===== src/hdl/rv_pkg.sv =====
`default_nettype none

package rv_pkg;

  typedef logic [31:0] xlen_t;
  typedef logic [31:0] instr_t;
  typedef logic [4:0]  reg_addr_t;
  typedef logic [3:0]  strb_t;
  typedef logic [2:0]  funct3_t;

  // Major opcodes, instruction bits [6:0]
  typedef enum logic [6:0] {
    OP_LUI    = 7'b0110111,
    OP_AUIPC  = 7'b0010111,
    OP_JAL    = 7'b1101111,
    OP_JALR   = 7'b1100111,
    OP_BRANCH = 7'b1100011,
    OP_LOAD   = 7'b0000011,
    OP_STORE  = 7'b0100011,
    OP_IMM    = 7'b0010011,
    OP_RTYPE  = 7'b0110011,
    OP_SYSTEM = 7'b1110011
  } opcode_e;

  typedef enum logic [3:0] {
    ALU_ADD,
    ALU_SUB,
    ALU_SLL,
    ALU_SLT,
    ALU_SLTU,
    ALU_XOR,
    ALU_SRL,
    ALU_SRA,
    ALU_OR,
    ALU_AND,
    ALU_PASS_B
  } alu_op_e;

  // Write-back source
  typedef enum logic [1:0] {
    RES_ALU,
    RES_MEM,
    RES_PC4
  } res_src_e;

endpackage

`default_nettype wire


===== src/hdl/rv_fetch.sv =====
`default_nettype none
`timescale 1ns/10ps

module rv_fetch
  import rv_pkg::*;
#(
  parameter xlen_t RESET_PC = '0
) (
  input  logic  clk,
  input  logic  rst_n,
  input  logic  redirect,
  input  xlen_t redirect_target,
  input  logic  halt_req,
  input  logic  halt_is_trap,
  input  logic  imem_rvalid,
  output logic  imem_arvalid,
  output xlen_t pc,
  output logic  instr_valid,
  output logic  ebreak,
  output logic  trap
);

  // High from the second cycle after reset until a halt
  logic running;

  assign imem_arvalid = running;
  assign instr_valid  = running && imem_rvalid;

  always_ff @(posedge clk) begin
    if (!rst_n) begin
      pc      <= RESET_PC;
      running <= 1'b0;
      ebreak  <= 1'b0;
      trap    <= 1'b0;
    end else if (halt_req) begin
      // Stop fetching, flags stay set until reset
      running <= 1'b0;
      ebreak  <= !halt_is_trap;
      trap    <= halt_is_trap;
    end else if (instr_valid) begin
      pc <= redirect ? redirect_target : pc + 32'd4;
    end else if (!ebreak && !trap) begin
      // Start after reset, PC held while stalled
      running <= 1'b1;
    end
  end

endmodule

`default_nettype wire


===== src/hdl/rv_decode.sv =====
`default_nettype none
`timescale 1ns/10ps

module rv_decode
  import rv_pkg::*;
(
  input  instr_t    instr,
  input  logic      instr_valid,
  input  xlen_t     pc,
  input  xlen_t     alu_result,
  input  xlen_t     load_data,
  input  logic      misaligned,
  output reg_addr_t rs1,
  output reg_addr_t rs2,
  output reg_addr_t rd,
  output xlen_t     imm,
  output alu_op_e   alu_op,
  output logic      alu_a_pc,
  output logic      alu_b_imm,
  output logic      is_branch,
  output logic      is_jal,
  output logic      is_jalr,
  output funct3_t   funct3,
  output logic      mem_read,
  output logic      mem_write,
  output logic      reg_write,
  output xlen_t     rd_data,
  output logic      halt_req,
  output logic      halt_is_trap
);

  localparam instr_t EBREAK_INSTR = 32'h0010_0073;

  opcode_e    opcode;
  logic [6:0] funct7;
  xlen_t      imm_i;
  xlen_t      imm_s;
  xlen_t      imm_b;
  xlen_t      imm_u;
  xlen_t      imm_j;
  res_src_e   res_src;
  logic       is_load;
  logic       is_store;
  logic       writes_rd;
  logic       is_ebreak;
  logic       illegal;
  logic       trap_cond;

  // Shared by OP and OP-IMM, alt selects SUB or SRA
  function automatic alu_op_e alu_op_of(input funct3_t f3, input logic alt);
    case (f3)
      3'd0:    return alt ? ALU_SUB : ALU_ADD;
      3'd1:    return ALU_SLL;
      3'd2:    return ALU_SLT;
      3'd3:    return ALU_SLTU;
      3'd4:    return ALU_XOR;
      3'd5:    return alt ? ALU_SRA : ALU_SRL;
      3'd6:    return ALU_OR;
      default: return ALU_AND;
    endcase
  endfunction

  // ------------------------------------------------------------
  // Fields and immediates
  // ------------------------------------------------------------
  assign opcode = opcode_e'(instr[6:0]);
  assign rd     = instr[11:7];
  assign funct3 = instr[14:12];
  assign rs1    = instr[19:15];
  assign rs2    = instr[24:20];
  assign funct7 = instr[31:25];

  assign imm_i = {{20{instr[31]}}, instr[31:20]};
  assign imm_s = {{20{instr[31]}}, instr[31:25], instr[11:7]};
  assign imm_b = {{19{instr[31]}}, instr[31], instr[7], instr[30:25], instr[11:8], 1'b0};
  assign imm_u = {instr[31:12], 12'b0};
  assign imm_j = {{11{instr[31]}}, instr[31], instr[19:12], instr[20], instr[30:21], 1'b0};

  // ------------------------------------------------------------
  // Control decode
  // ------------------------------------------------------------
  always_comb begin
    imm       = imm_i;
    alu_op    = ALU_ADD;
    alu_a_pc  = 1'b0;
    alu_b_imm = 1'b0;
    is_branch = 1'b0;
    is_jal    = 1'b0;
    is_jalr   = 1'b0;
    is_load   = 1'b0;
    is_store  = 1'b0;
    writes_rd = 1'b0;
    res_src   = RES_ALU;
    is_ebreak = 1'b0;
    illegal   = 1'b0;
    case (opcode)
      OP_LUI: begin
        imm       = imm_u;
        alu_op    = ALU_PASS_B;
        alu_b_imm = 1'b1;
        writes_rd = 1'b1;
      end
      OP_AUIPC: begin
        imm       = imm_u;
        alu_a_pc  = 1'b1;
        alu_b_imm = 1'b1;
        writes_rd = 1'b1;
      end
      OP_JAL: begin
        imm       = imm_j;
        is_jal    = 1'b1;
        writes_rd = 1'b1;
        res_src   = RES_PC4;
      end
      OP_JALR: begin
        is_jalr   = 1'b1;
        writes_rd = 1'b1;
        res_src   = RES_PC4;
        illegal   = funct3 != 3'd0;
      end
      OP_BRANCH: begin
        imm       = imm_b;
        is_branch = 1'b1;
        illegal   = funct3[2:1] == 2'b01;
      end
      OP_LOAD: begin
        alu_b_imm = 1'b1;
        is_load   = 1'b1;
        writes_rd = 1'b1;
        res_src   = RES_MEM;
        illegal   = funct3 == 3'd3 || funct3[2:1] == 2'b11;
      end
      OP_STORE: begin
        imm       = imm_s;
        alu_b_imm = 1'b1;
        is_store  = 1'b1;
        illegal   = funct3[2] || funct3 == 3'd3;
      end
      OP_IMM: begin
        alu_b_imm = 1'b1;
        writes_rd = 1'b1;
        alu_op    = alu_op_of(funct3, funct3 == 3'd5 && funct7[5]);
        illegal   = (funct3 == 3'd1 && funct7 != 7'd0) ||
                    (funct3 == 3'd5 && (funct7 & 7'b1011111) != 7'd0);
      end
      OP_RTYPE: begin
        writes_rd = 1'b1;
        alu_op    = alu_op_of(funct3, funct7[5]);
        illegal   = (funct7 & 7'b1011111) != 7'd0 ||
                    (funct7[5] && funct3 != 3'd0 && funct3 != 3'd5);
      end
      OP_SYSTEM: begin
        // EBREAK halts and every other SYSTEM op traps
        is_ebreak = instr == EBREAK_INSTR;
        illegal   = instr != EBREAK_INSTR;
      end
      default: illegal = 1'b1;
    endcase
  end

  // ------------------------------------------------------------
  // Halt and side-effect gating
  // ------------------------------------------------------------
  assign trap_cond    = illegal || misaligned;
  assign halt_req     = instr_valid && (is_ebreak || trap_cond);
  assign halt_is_trap = trap_cond;

  // Misaligned accesses are held back inside the lsu
  assign mem_read  = instr_valid && is_load && !illegal;
  assign mem_write = instr_valid && is_store && !illegal;
  assign reg_write = instr_valid && writes_rd && !trap_cond;

  // Write-back select
  always_comb begin
    case (res_src)
      RES_MEM: rd_data = load_data;
      RES_PC4: rd_data = pc + 32'd4;
      default: rd_data = alu_result;
    endcase
  end

endmodule

`default_nettype wire


===== src/hdl/rv_regfile.sv =====
`default_nettype none
`timescale 1ns/10ps

module rv_regfile
  import rv_pkg::*;
(
  input  logic      clk,
  input  reg_addr_t rs1,
  input  reg_addr_t rs2,
  input  reg_addr_t rd,
  input  logic      reg_write,
  input  xlen_t     rd_data,
  output xlen_t     rs1_data,
  output xlen_t     rs2_data
);

  // x0 has no storage
  xlen_t regs [1:31];

  always_ff @(posedge clk) begin
    if (reg_write && rd != 5'd0) begin
      regs[rd] <= rd_data;
    end
  end

  assign rs1_data = (rs1 == 5'd0) ? '0 : regs[rs1];
  assign rs2_data = (rs2 == 5'd0) ? '0 : regs[rs2];

endmodule

`default_nettype wire


===== src/hdl/rv_execute.sv =====
`default_nettype none
`timescale 1ns/10ps

module rv_execute
  import rv_pkg::*;
(
  input  xlen_t   pc,
  input  xlen_t   imm,
  input  xlen_t   rs1_data,
  input  xlen_t   rs2_data,
  input  alu_op_e alu_op,
  input  logic    alu_a_pc,
  input  logic    alu_b_imm,
  input  logic    is_branch,
  input  logic    is_jal,
  input  logic    is_jalr,
  input  funct3_t funct3,
  output xlen_t   alu_result,
  output logic    redirect,
  output xlen_t   redirect_target
);

  xlen_t      op_a;
  xlen_t      op_b;
  logic [4:0] shamt;
  logic       eq;
  logic       lt;
  logic       ltu;
  logic       taken;
  xlen_t      jalr_sum;

  // ------------------------------------------------------------
  // ALU
  // ------------------------------------------------------------
  assign op_a  = alu_a_pc ? pc : rs1_data;
  assign op_b  = alu_b_imm ? imm : rs2_data;
  assign shamt = op_b[4:0];

  always_comb begin
    case (alu_op)
      ALU_ADD:  alu_result = op_a + op_b;
      ALU_SUB:  alu_result = op_a - op_b;
      ALU_SLL:  alu_result = op_a << shamt;
      ALU_SLT:  alu_result = {31'b0, $signed(op_a) < $signed(op_b)};
      ALU_SLTU: alu_result = {31'b0, op_a < op_b};
      ALU_XOR:  alu_result = op_a ^ op_b;
      ALU_SRL:  alu_result = op_a >> shamt;
      ALU_SRA:  alu_result = xlen_t'($signed(op_a) >>> shamt);
      ALU_OR:   alu_result = op_a | op_b;
      ALU_AND:  alu_result = op_a & op_b;
      default:  alu_result = op_b;
    endcase
  end

  // ------------------------------------------------------------
  // Branch compare and jump target
  // ------------------------------------------------------------
  assign eq  = rs1_data == rs2_data;
  assign lt  = $signed(rs1_data) < $signed(rs2_data);
  assign ltu = rs1_data < rs2_data;

  always_comb begin
    case (funct3)
      3'b000:  taken = eq;
      3'b001:  taken = !eq;
      3'b100:  taken = lt;
      3'b101:  taken = !lt;
      3'b110:  taken = ltu;
      3'b111:  taken = !ltu;
      default: taken = 1'b0;
    endcase
  end

  assign jalr_sum        = rs1_data + imm;
  assign redirect        = is_jal || is_jalr || (is_branch && taken);
  assign redirect_target = is_jalr ? {jalr_sum[31:1], 1'b0} : pc + imm;

endmodule

`default_nettype wire


===== src/hdl/rv_lsu.sv =====
`default_nettype none
`timescale 1ns/10ps

module rv_lsu
  import rv_pkg::*;
(
  input  logic    instr_valid,
  input  logic    mem_read,
  input  logic    mem_write,
  input  funct3_t funct3,
  input  xlen_t   addr,
  input  xlen_t   store_data,
  input  xlen_t   dmem_rdata,
  output logic    dmem_ren,
  output logic    dmem_we,
  output xlen_t   dmem_raddr,
  output xlen_t   dmem_waddr,
  output xlen_t   dmem_wdata,
  output strb_t   dmem_wstrb,
  output xlen_t   load_data,
  output logic    misaligned
);

  logic [1:0] size;
  logic [1:0] offset;
  logic       bad_align;
  xlen_t      word_addr;
  xlen_t      shifted;

  assign size      = funct3[1:0];
  assign offset    = addr[1:0];
  assign word_addr = {addr[31:2], 2'b00};

  // Halfword on odd byte, word off a 4-byte boundary
  assign bad_align  = (size == 2'd1 && offset[0]) || (size == 2'd2 && offset != 2'd0);
  assign misaligned = instr_valid && (mem_read || mem_write) && bad_align;

  assign dmem_ren   = instr_valid && mem_read && !bad_align;
  assign dmem_we    = instr_valid && mem_write && !bad_align;
  assign dmem_raddr = word_addr;
  assign dmem_waddr = word_addr;

  // Store data is replicated, the strobe picks the lane
  always_comb begin
    case (size)
      2'd0: begin
        dmem_wdata = {4{store_data[7:0]}};
        dmem_wstrb = strb_t'(4'b0001 << offset);
      end
      2'd1: begin
        dmem_wdata = {2{store_data[15:0]}};
        dmem_wstrb = offset[1] ? 4'b1100 : 4'b0011;
      end
      default: begin
        dmem_wdata = store_data;
        dmem_wstrb = 4'b1111;
      end
    endcase
  end

  // Loaded lane moved down to bit 0, then extended
  assign shifted = dmem_rdata >> {offset, 3'b000};

  always_comb begin
    case (funct3)
      3'b000:  load_data = {{24{shifted[7]}}, shifted[7:0]};
      3'b001:  load_data = {{16{shifted[15]}}, shifted[15:0]};
      3'b100:  load_data = {24'b0, shifted[7:0]};
      3'b101:  load_data = {16'b0, shifted[15:0]};
      default: load_data = shifted;
    endcase
  end

endmodule

`default_nettype wire


===== src/hdl/rv_core.sv =====
`default_nettype none
`timescale 1ns/10ps

module rv_core
  import rv_pkg::*;
#(
  parameter xlen_t RESET_PC = '0
) (
  input  logic   clk,
  input  logic   rst_n,

  // Instruction memory
  output logic   imem_arvalid,
  output xlen_t  imem_araddr,
  input  instr_t imem_rdata,
  input  logic   imem_rvalid,

  // Data memory
  output logic   dmem_ren,
  output xlen_t  dmem_raddr,
  input  xlen_t  dmem_rdata,
  output logic   dmem_we,
  output xlen_t  dmem_waddr,
  output xlen_t  dmem_wdata,
  output strb_t  dmem_wstrb,

  output logic   ebreak,
  output logic   trap
);

  xlen_t     pc;
  logic      instr_valid;
  logic      redirect;
  xlen_t     redirect_target;
  logic      halt_req;
  logic      halt_is_trap;
  reg_addr_t rs1;
  reg_addr_t rs2;
  reg_addr_t rd;
  xlen_t     imm;
  alu_op_e   alu_op;
  logic      alu_a_pc;
  logic      alu_b_imm;
  logic      is_branch;
  logic      is_jal;
  logic      is_jalr;
  funct3_t   funct3;
  logic      mem_read;
  logic      mem_write;
  logic      reg_write;
  xlen_t     rd_data;
  xlen_t     rs1_data;
  xlen_t     rs2_data;
  xlen_t     alu_result;
  xlen_t     load_data;
  logic      misaligned;

  assign imem_araddr = pc;

  rv_fetch #(
    .RESET_PC(RESET_PC)
  ) i_rv_fetch (.*);

  rv_decode i_rv_decode (
    .instr(imem_rdata),
    .*
  );

  rv_regfile i_rv_regfile (.*);

  rv_execute i_rv_execute (.*);

  rv_lsu i_rv_lsu (
    .addr      (alu_result),
    .store_data(rs2_data),
    .*
  );

endmodule

`default_nettype wire


===== config.mk =====
export PLATFORM = sky130hd
export DESIGN_NAME = rv_core
export DESIGN_NICKNAME = d
export VERILOG_FILES = /design/src/hdl/rv_pkg.sv /design/src/hdl/rv_fetch.sv /design/src/hdl/rv_decode.sv /design/src/hdl/rv_regfile.sv /design/src/hdl/rv_execute.sv /design/src/hdl/rv_lsu.sv /design/src/hdl/rv_core.sv
export SDC_FILE = /design/constraint.sdc
export NUM_CORES = 2
export LEC_CHECK = 0
export BUFFER_PORTS_ARGS = -buffer_cell sky130_fd_sc_hd__buf_2
export CORE_MARGIN = 1
export CORE_UTILIZATION = 30
export CTS_CLUSTER_SIZE = 40
export DETAILED_ROUTE_END_ITERATION = 12
export PLACE_DENSITY = 0.45
export SYNTH_ARGS = -nofsm -noshare
export SYNTH_HDL_FRONTEND = slang
export SYNTH_SLANG_ARGS = --single-unit

===== constraint.sdc =====
create_clock -name clk -period 10.8 [get_ports clk]
set_clock_uncertainty 0.05 [all_clocks]
set_input_delay 1.62 -clock clk [delete_from_list [all_inputs] [get_ports clk]]
set_output_delay 1.62 -clock clk [all_outputs]
set_load 0.02 [all_outputs]

-- Word level (Yosys, flattened, before mapping)
Memories as Yosys holds them, arrays and structs flattened.
Cells that the tools add are included.
- register bits after elaboration: 35
- latch bits: 0
- bits in writable memories: 992
- memory bits (read-only): 0
- input bits: 67
- memories kept: 1
- $add $sub $neg: 5
- multipliers: 0
- divide/modulo/power cells: 0
- $lt $le $gt $ge: 4
- equal/unequal tests: 36
- shifts and indexed selects: 5
- mux-type cells: 34
- bitwise gates (word level): 6
- reductions and logical operators: 60
- memory list (memory ; depth ; width ; rd ports ; clocked after memory_dff ; wr ports ; RTL line ; source):
    i_rv_regfile.regs ; 31 ; 32 ; 2 ; 0 ; 1 ; rv_regfile.sv:18 ; xlen_t regs [1:31];
- operator list (kind ; count):
    $pmux 32 s10 ; 1
    $mux 32 ; 6
    $lt 32x32->1 ; 4
    $pmux 32 s2 ; 2
    $pmux 32 s4 ; 1
    $pmux 31 s4 ; 1
    $add 32x32->32 ; 3
    $shr 32x5->32 ; 2
    $pmux 4 s7 ; 2
    $add 32x3->32 const B ; 1
    $and 32x32->32 ; 1
    $eq 32x21->1 const B ; 1
    $eq 32x32->1 ; 1
    $ne 32x21->1 const B ; 1
    $or 32x32->32 ; 1
    $shl 32x5->32 ; 1
    $sshr 32x5->32 ; 1
    $sub 32x32->32 ; 1
    $xor 32x32->32 ; 1
    $eq 7x7->1 const B ; 4
    $logic_and 1x1->1 ; 24
    $eq 7x6->1 const B ; 3
    $eq 4x3->1 const B ; 4
    $mux 1 ; 15
    other kinds (34) ; 68

-- Longest topological paths before layout
- depth in word-level cells: 17
- mapped depth: 36

-- By module
Synthesis repeated with hierarchy kept, for this count alone.
- cells, all modules: 5593
- area total of the unflattened synthesis: 66309.8 µm²
- by module, submodules not included (module ; instances ; cells each ; area each (µm²) ; sequential area each (µm²)):
    rv_regfile ; 1 ; 2593 ; 46489.6 ; 29788.6
    rv_execute ; 1 ; 2116 ; 13461.7 ; 0.0
    rv_fetch ; 1 ; 299 ; 2298.5 ; 700.7
    rv_decode ; 1 ; 330 ; 2083.2 ; 0.0
    rv_lsu ; 1 ; 255 ; 1976.9 ; 0.0

-- Least setup slack after synthesis
No wires, ideal clock.
- path type: input-to-output
- start: in imem_rdata[20]
- end: out dmem_waddr[27]
- arrival time: 10.104 ns
- data required time: 9.130 ns
- slack: -0.974 ns
- stages on the path: 31
- buffers on the path: 12
- cell sequence: buf_4 buf_8 buf_6 buf_6 buf_2 buf_2 clkbuf_1 buf_2 clkbuf_1 buf_1 mux4_2 mux4_2 a32oi_1 nor2_1 a21o_1 ha_1 clkbuf_1 inv_1 a21oi_1 nor2b_1 o41ai_1 a2111o_1 a311o_1 a2111oi_0 o31ai_1 a311oi_1 a221o_1 o21ai_0 nand4_1 a21boi_0 buf_4
- longest elaborated chain between the ends: 5
- elaborated cells between the ends (all ways): 14
- those cells by class: add/sub: 2; shift: 3; mux: 4; bitwise: 3; reduce/logical: 1; memory: 1
- RTL lines (element ; RTL line ; source):
    from (decl) ; rv_core.sv:15 ; input instr_t imem_rdata,
    $mem_v2 31x32 or $logic_not 5->1 (tied branches) ; n/a ;
    $mux 32 ; rv_regfile.sv:27 ; assign rs2_data = (rs2 == 5'd0) ? '0 : regs[rs2];
    $mux 32 (*) ; rv_execute.sv:36 ; assign op_b = alu_b_imm ? imm : rs2_data;
    $sub 32x32->32, or another cell as far along ; rv_execute.sv:42 ; ALU_SUB: alu_result = op_a - op_b;
    $pmux 32 s10 (*) ; rv_execute.sv:40 ; case (alu_op)
    to (decl) ; rv_core.sv:23 ; output xlen_t dmem_waddr,
Every way passes the cells marked *; elsewhere a longest branch is shown, timed or not.

-- Final worst setup path
- start: in imem_rdata[21]
- end: out dmem_waddr[27]
Same word-level chain as after synthesis.

==> metrics.yaml <==
vias_per_cell: 6.16
syn2layout_area_growth_pct: 15.9
drc_errors: 0
max_stage_delay_ns: 0.73
syn-cell-area_um2: 64900
gp_congestion: 0.979
avgRoutedWirePerCell_um: 37.0
synth-main-ff-cell: "edfxtp_1"
grt_pass1_vias: 50400
ant_nets: 0
holdBufCountCts: 0
slew_violations: 0
die-height_um: 467
crit_path_top_delay_cell: "a21oi_4"
fp-row-count: 170
power.density_nw_per_um2: 168
max-cap-violations: 0
clkSlewWorstSetupHoldPaths_ns: 0.06
cts_tree: "yes"
vias: 53100
coreArea_um2: 215000
crit_path_end_kind: "primary output"
synth-async-reset-ratio_pct: 0
vdd_drop_max_mv: 0.132
dp.cells: 8395
finalSetupViolCount: 0
worstMarginPinSlew_ns: 1.32
drive_above_1_share_pct: 22.0
grt_usage_pct: 28.6
fmax_mhz: 93.6
cts.htree.levels: 3
final_common_cell: "edfxtp_1"
hpwl_mm: 234
syn_inst: 5406
p_leak_nw: 26.9
ys_types: 103
synth_mux_area_share_pct: 20.6
setup_tns_ns: 0
io_pins: 204
start_util_pct: 30.2
path_class: "in -> out"
hold_viol_final: 0
dieArea_um2: 218000
avgSynthCellArea_um2: 12.0
synth_adder_area_share_pct: 3.85
synth_compound_area_share_pct: 14.5
rsz0062_at_grt: "no"
cp_cell_sequence: "buf_8 -> nor2_1 -> a21oi_4 -> a32o_1 -> inv_1 -> nor2_1 -> a21o_1 -> inv_1 -> ha_1 -> a21oi_1 -> nor2b_1 -> o41ai_2 -> a2111o_1 -> a311o_1 -> a2111oi_0 -> buf_4 -> o31ai_1 -> buf_4 -> a311oi_2 -> o22ai_1 -> o21ai_0 -> nand4_1 -> a21boi_2 -> buf_2"
synth-seq-cells: 1027
post-route-util_pct: 35.0
cts_buffers: 111
grt_antenna_before_repair: 23
cts_root_buffer: "clkbuf_16"
status: "finished, final reports clean"
fp.dieW_um: 467
wirelength_mm: 319
nNetsFinal: 5934
drtIter0Drc: 7397
worst_setup_path_start_kind: "input port"
clockBufferDepth: 3
cts_sinks: 1027
required_ns: 9.13
top_usage_layer: "met2"
fin_crit_ns: 10.69
final_cells: 8607
arrival_ns: 9.02
yosys.area_share.simple_pct: 8.85
synth-edff-count: 992
synth-xor-area-share_pct: 1.20
overflow: 0
worst_skew_pair.late_latency_ns: 0.80
slew_headroom_pct: 12.1
use_met3_pct: 5.25
grt_pass1_wl_mm: 432
synth_warnings: 0
layout_common_cells: "992 x edfxtp_1, 452 x mux2i_1, 369 x mux4_2, 362 x nand2_1, 351 x a21oi_1"
fin_crit_sh_pct: 99.0
first_pass_iters: 6
port_buffers: 199
seq_area_frac_synth_pct: 47.0
grt.met1_usage_pct: 38.4
crit_path_max_fanout: 49
grt_max_degree: 70
hold_path.class: "reg -> reg"
use_met2_pct: 44.4
synth_top_family_by_area: "multiplexers"
timing repair:
item | 4_1_cts | 5_1_grt
resized for setup | 0 | 4
setup buffers | 0 | 0
setup endpoints to repair | 0 | 4
report_power, final:
group / internal [mW] / switching (mW) / total [mW] / leakage (nW)
combinational: 1.16 / 2.79 / 3.96 / 16.0
clock: 2.09 / 1.72 / 3.81 / 1.69
sequential: 4.84 / 0.000996 / 4.84 / 9.18
total: 8.09 / 4.51 / 12.6 / 26.9
cells in the mapped netlist, types with 46 or more instances:
master    instances  area, um2
inv_1           167        627
o211ai_1         64        480
a22oi_1         119        893
buf_1            55        206
and2_1           47        294
nand3_1         111        556
o22ai_1          61        382
ha_1            193       2410
a21o_1           46        345
a211oi_1         85        638
nor3_1           68        340
xnor2_1          60        526
nand2_1         362       1360
edfxtp_1        992      29800
mux4_2          369       8310
nand4_1          50        313
buf_4            58        435
o21ai_0         247       1240
clkbuf_1        232        871
buf_2            78        390
a21oi_1         353       1770
mux2i_1         452       4520
nor2_1          386       1450
sequential cells by signal (all words and copies together), names as in the netlist:
name and cells:
i_rv_fetch.imem_arvalid 1, i_rv_fetch.ebreak 1, i_rv_fetch.trap 1, i_rv_fetch.pc 32, i_rv_regfile.regs 992
path summary, 6_finish.rpt:
path	endpoint	slack, ns	cells after the start	start
setup reg to reg	i_rv_regfile.regs[19][14]	2.80	22	i_rv_regfile.regs[7][7]
hold reg to reg	i_rv_fetch.trap	0.43	2	i_rv_fetch.trap
hold / removal	i_rv_fetch.trap	0.43	2	i_rv_fetch.trap
setup / recovery	dmem_waddr[27]	0.11	24	imem_rdata[21]
cells by family (layout without fill, tap and decap cells):
kind of cell,after synthesis,count (layout)
other,1,13
AND/OR/NAND/NOR,1237,1237
flip-flops,1027,1027
XOR/XNOR,89,89
AO/OA/AOI/OAI,1388,1388
buffers and inverters,601,952
adder cells (fa/ha/maj),197,197
multiplexers,866,866
worst max-delay path: cells and delay by family:
family	cells	cell delay, ns
simple gates	4	1.12
buf+inv	6	1.39
compound gates	13	4.54
fa+ha+maj	1	0.22
per-layer routing:
layer	wire, um	part of all wire (%)	vias to the layer above
met2	142000	45	3195
met5	77	0.024	-
met4	17200	5.4	10
met3	28700	9.0	580
li1	-	-	21900
met1	130000	41	27400
metrics by stage:
stage	power (mW)	area (um2)	setup WS (ns)	hold slack (ns)
CTS	12.5	75100	0.284	0.437
detailed placement	8.77	71600	0.340	0.424
floorplan	7.04	64900	0.0320	0.499
global placement	8.78	71600	0.313	0.422
finish	12.6	75200	0.111	0.431
global route	12.9	75200	0.0631	0.448
cell type report:
class / count / area (um2)
multi-input combinational: 3781 / 32300
timing repair buffer: 579 / 4630
sequential: 1027 / 30500
fill: 21100 / 140000
antenna: 9 / 22.5
clock inverter: 71 / 693
clock buffer: 132 / 2860
inverter: 170 / 641
tap: 2838 / 3550
(Power assumes the default switching activity.)
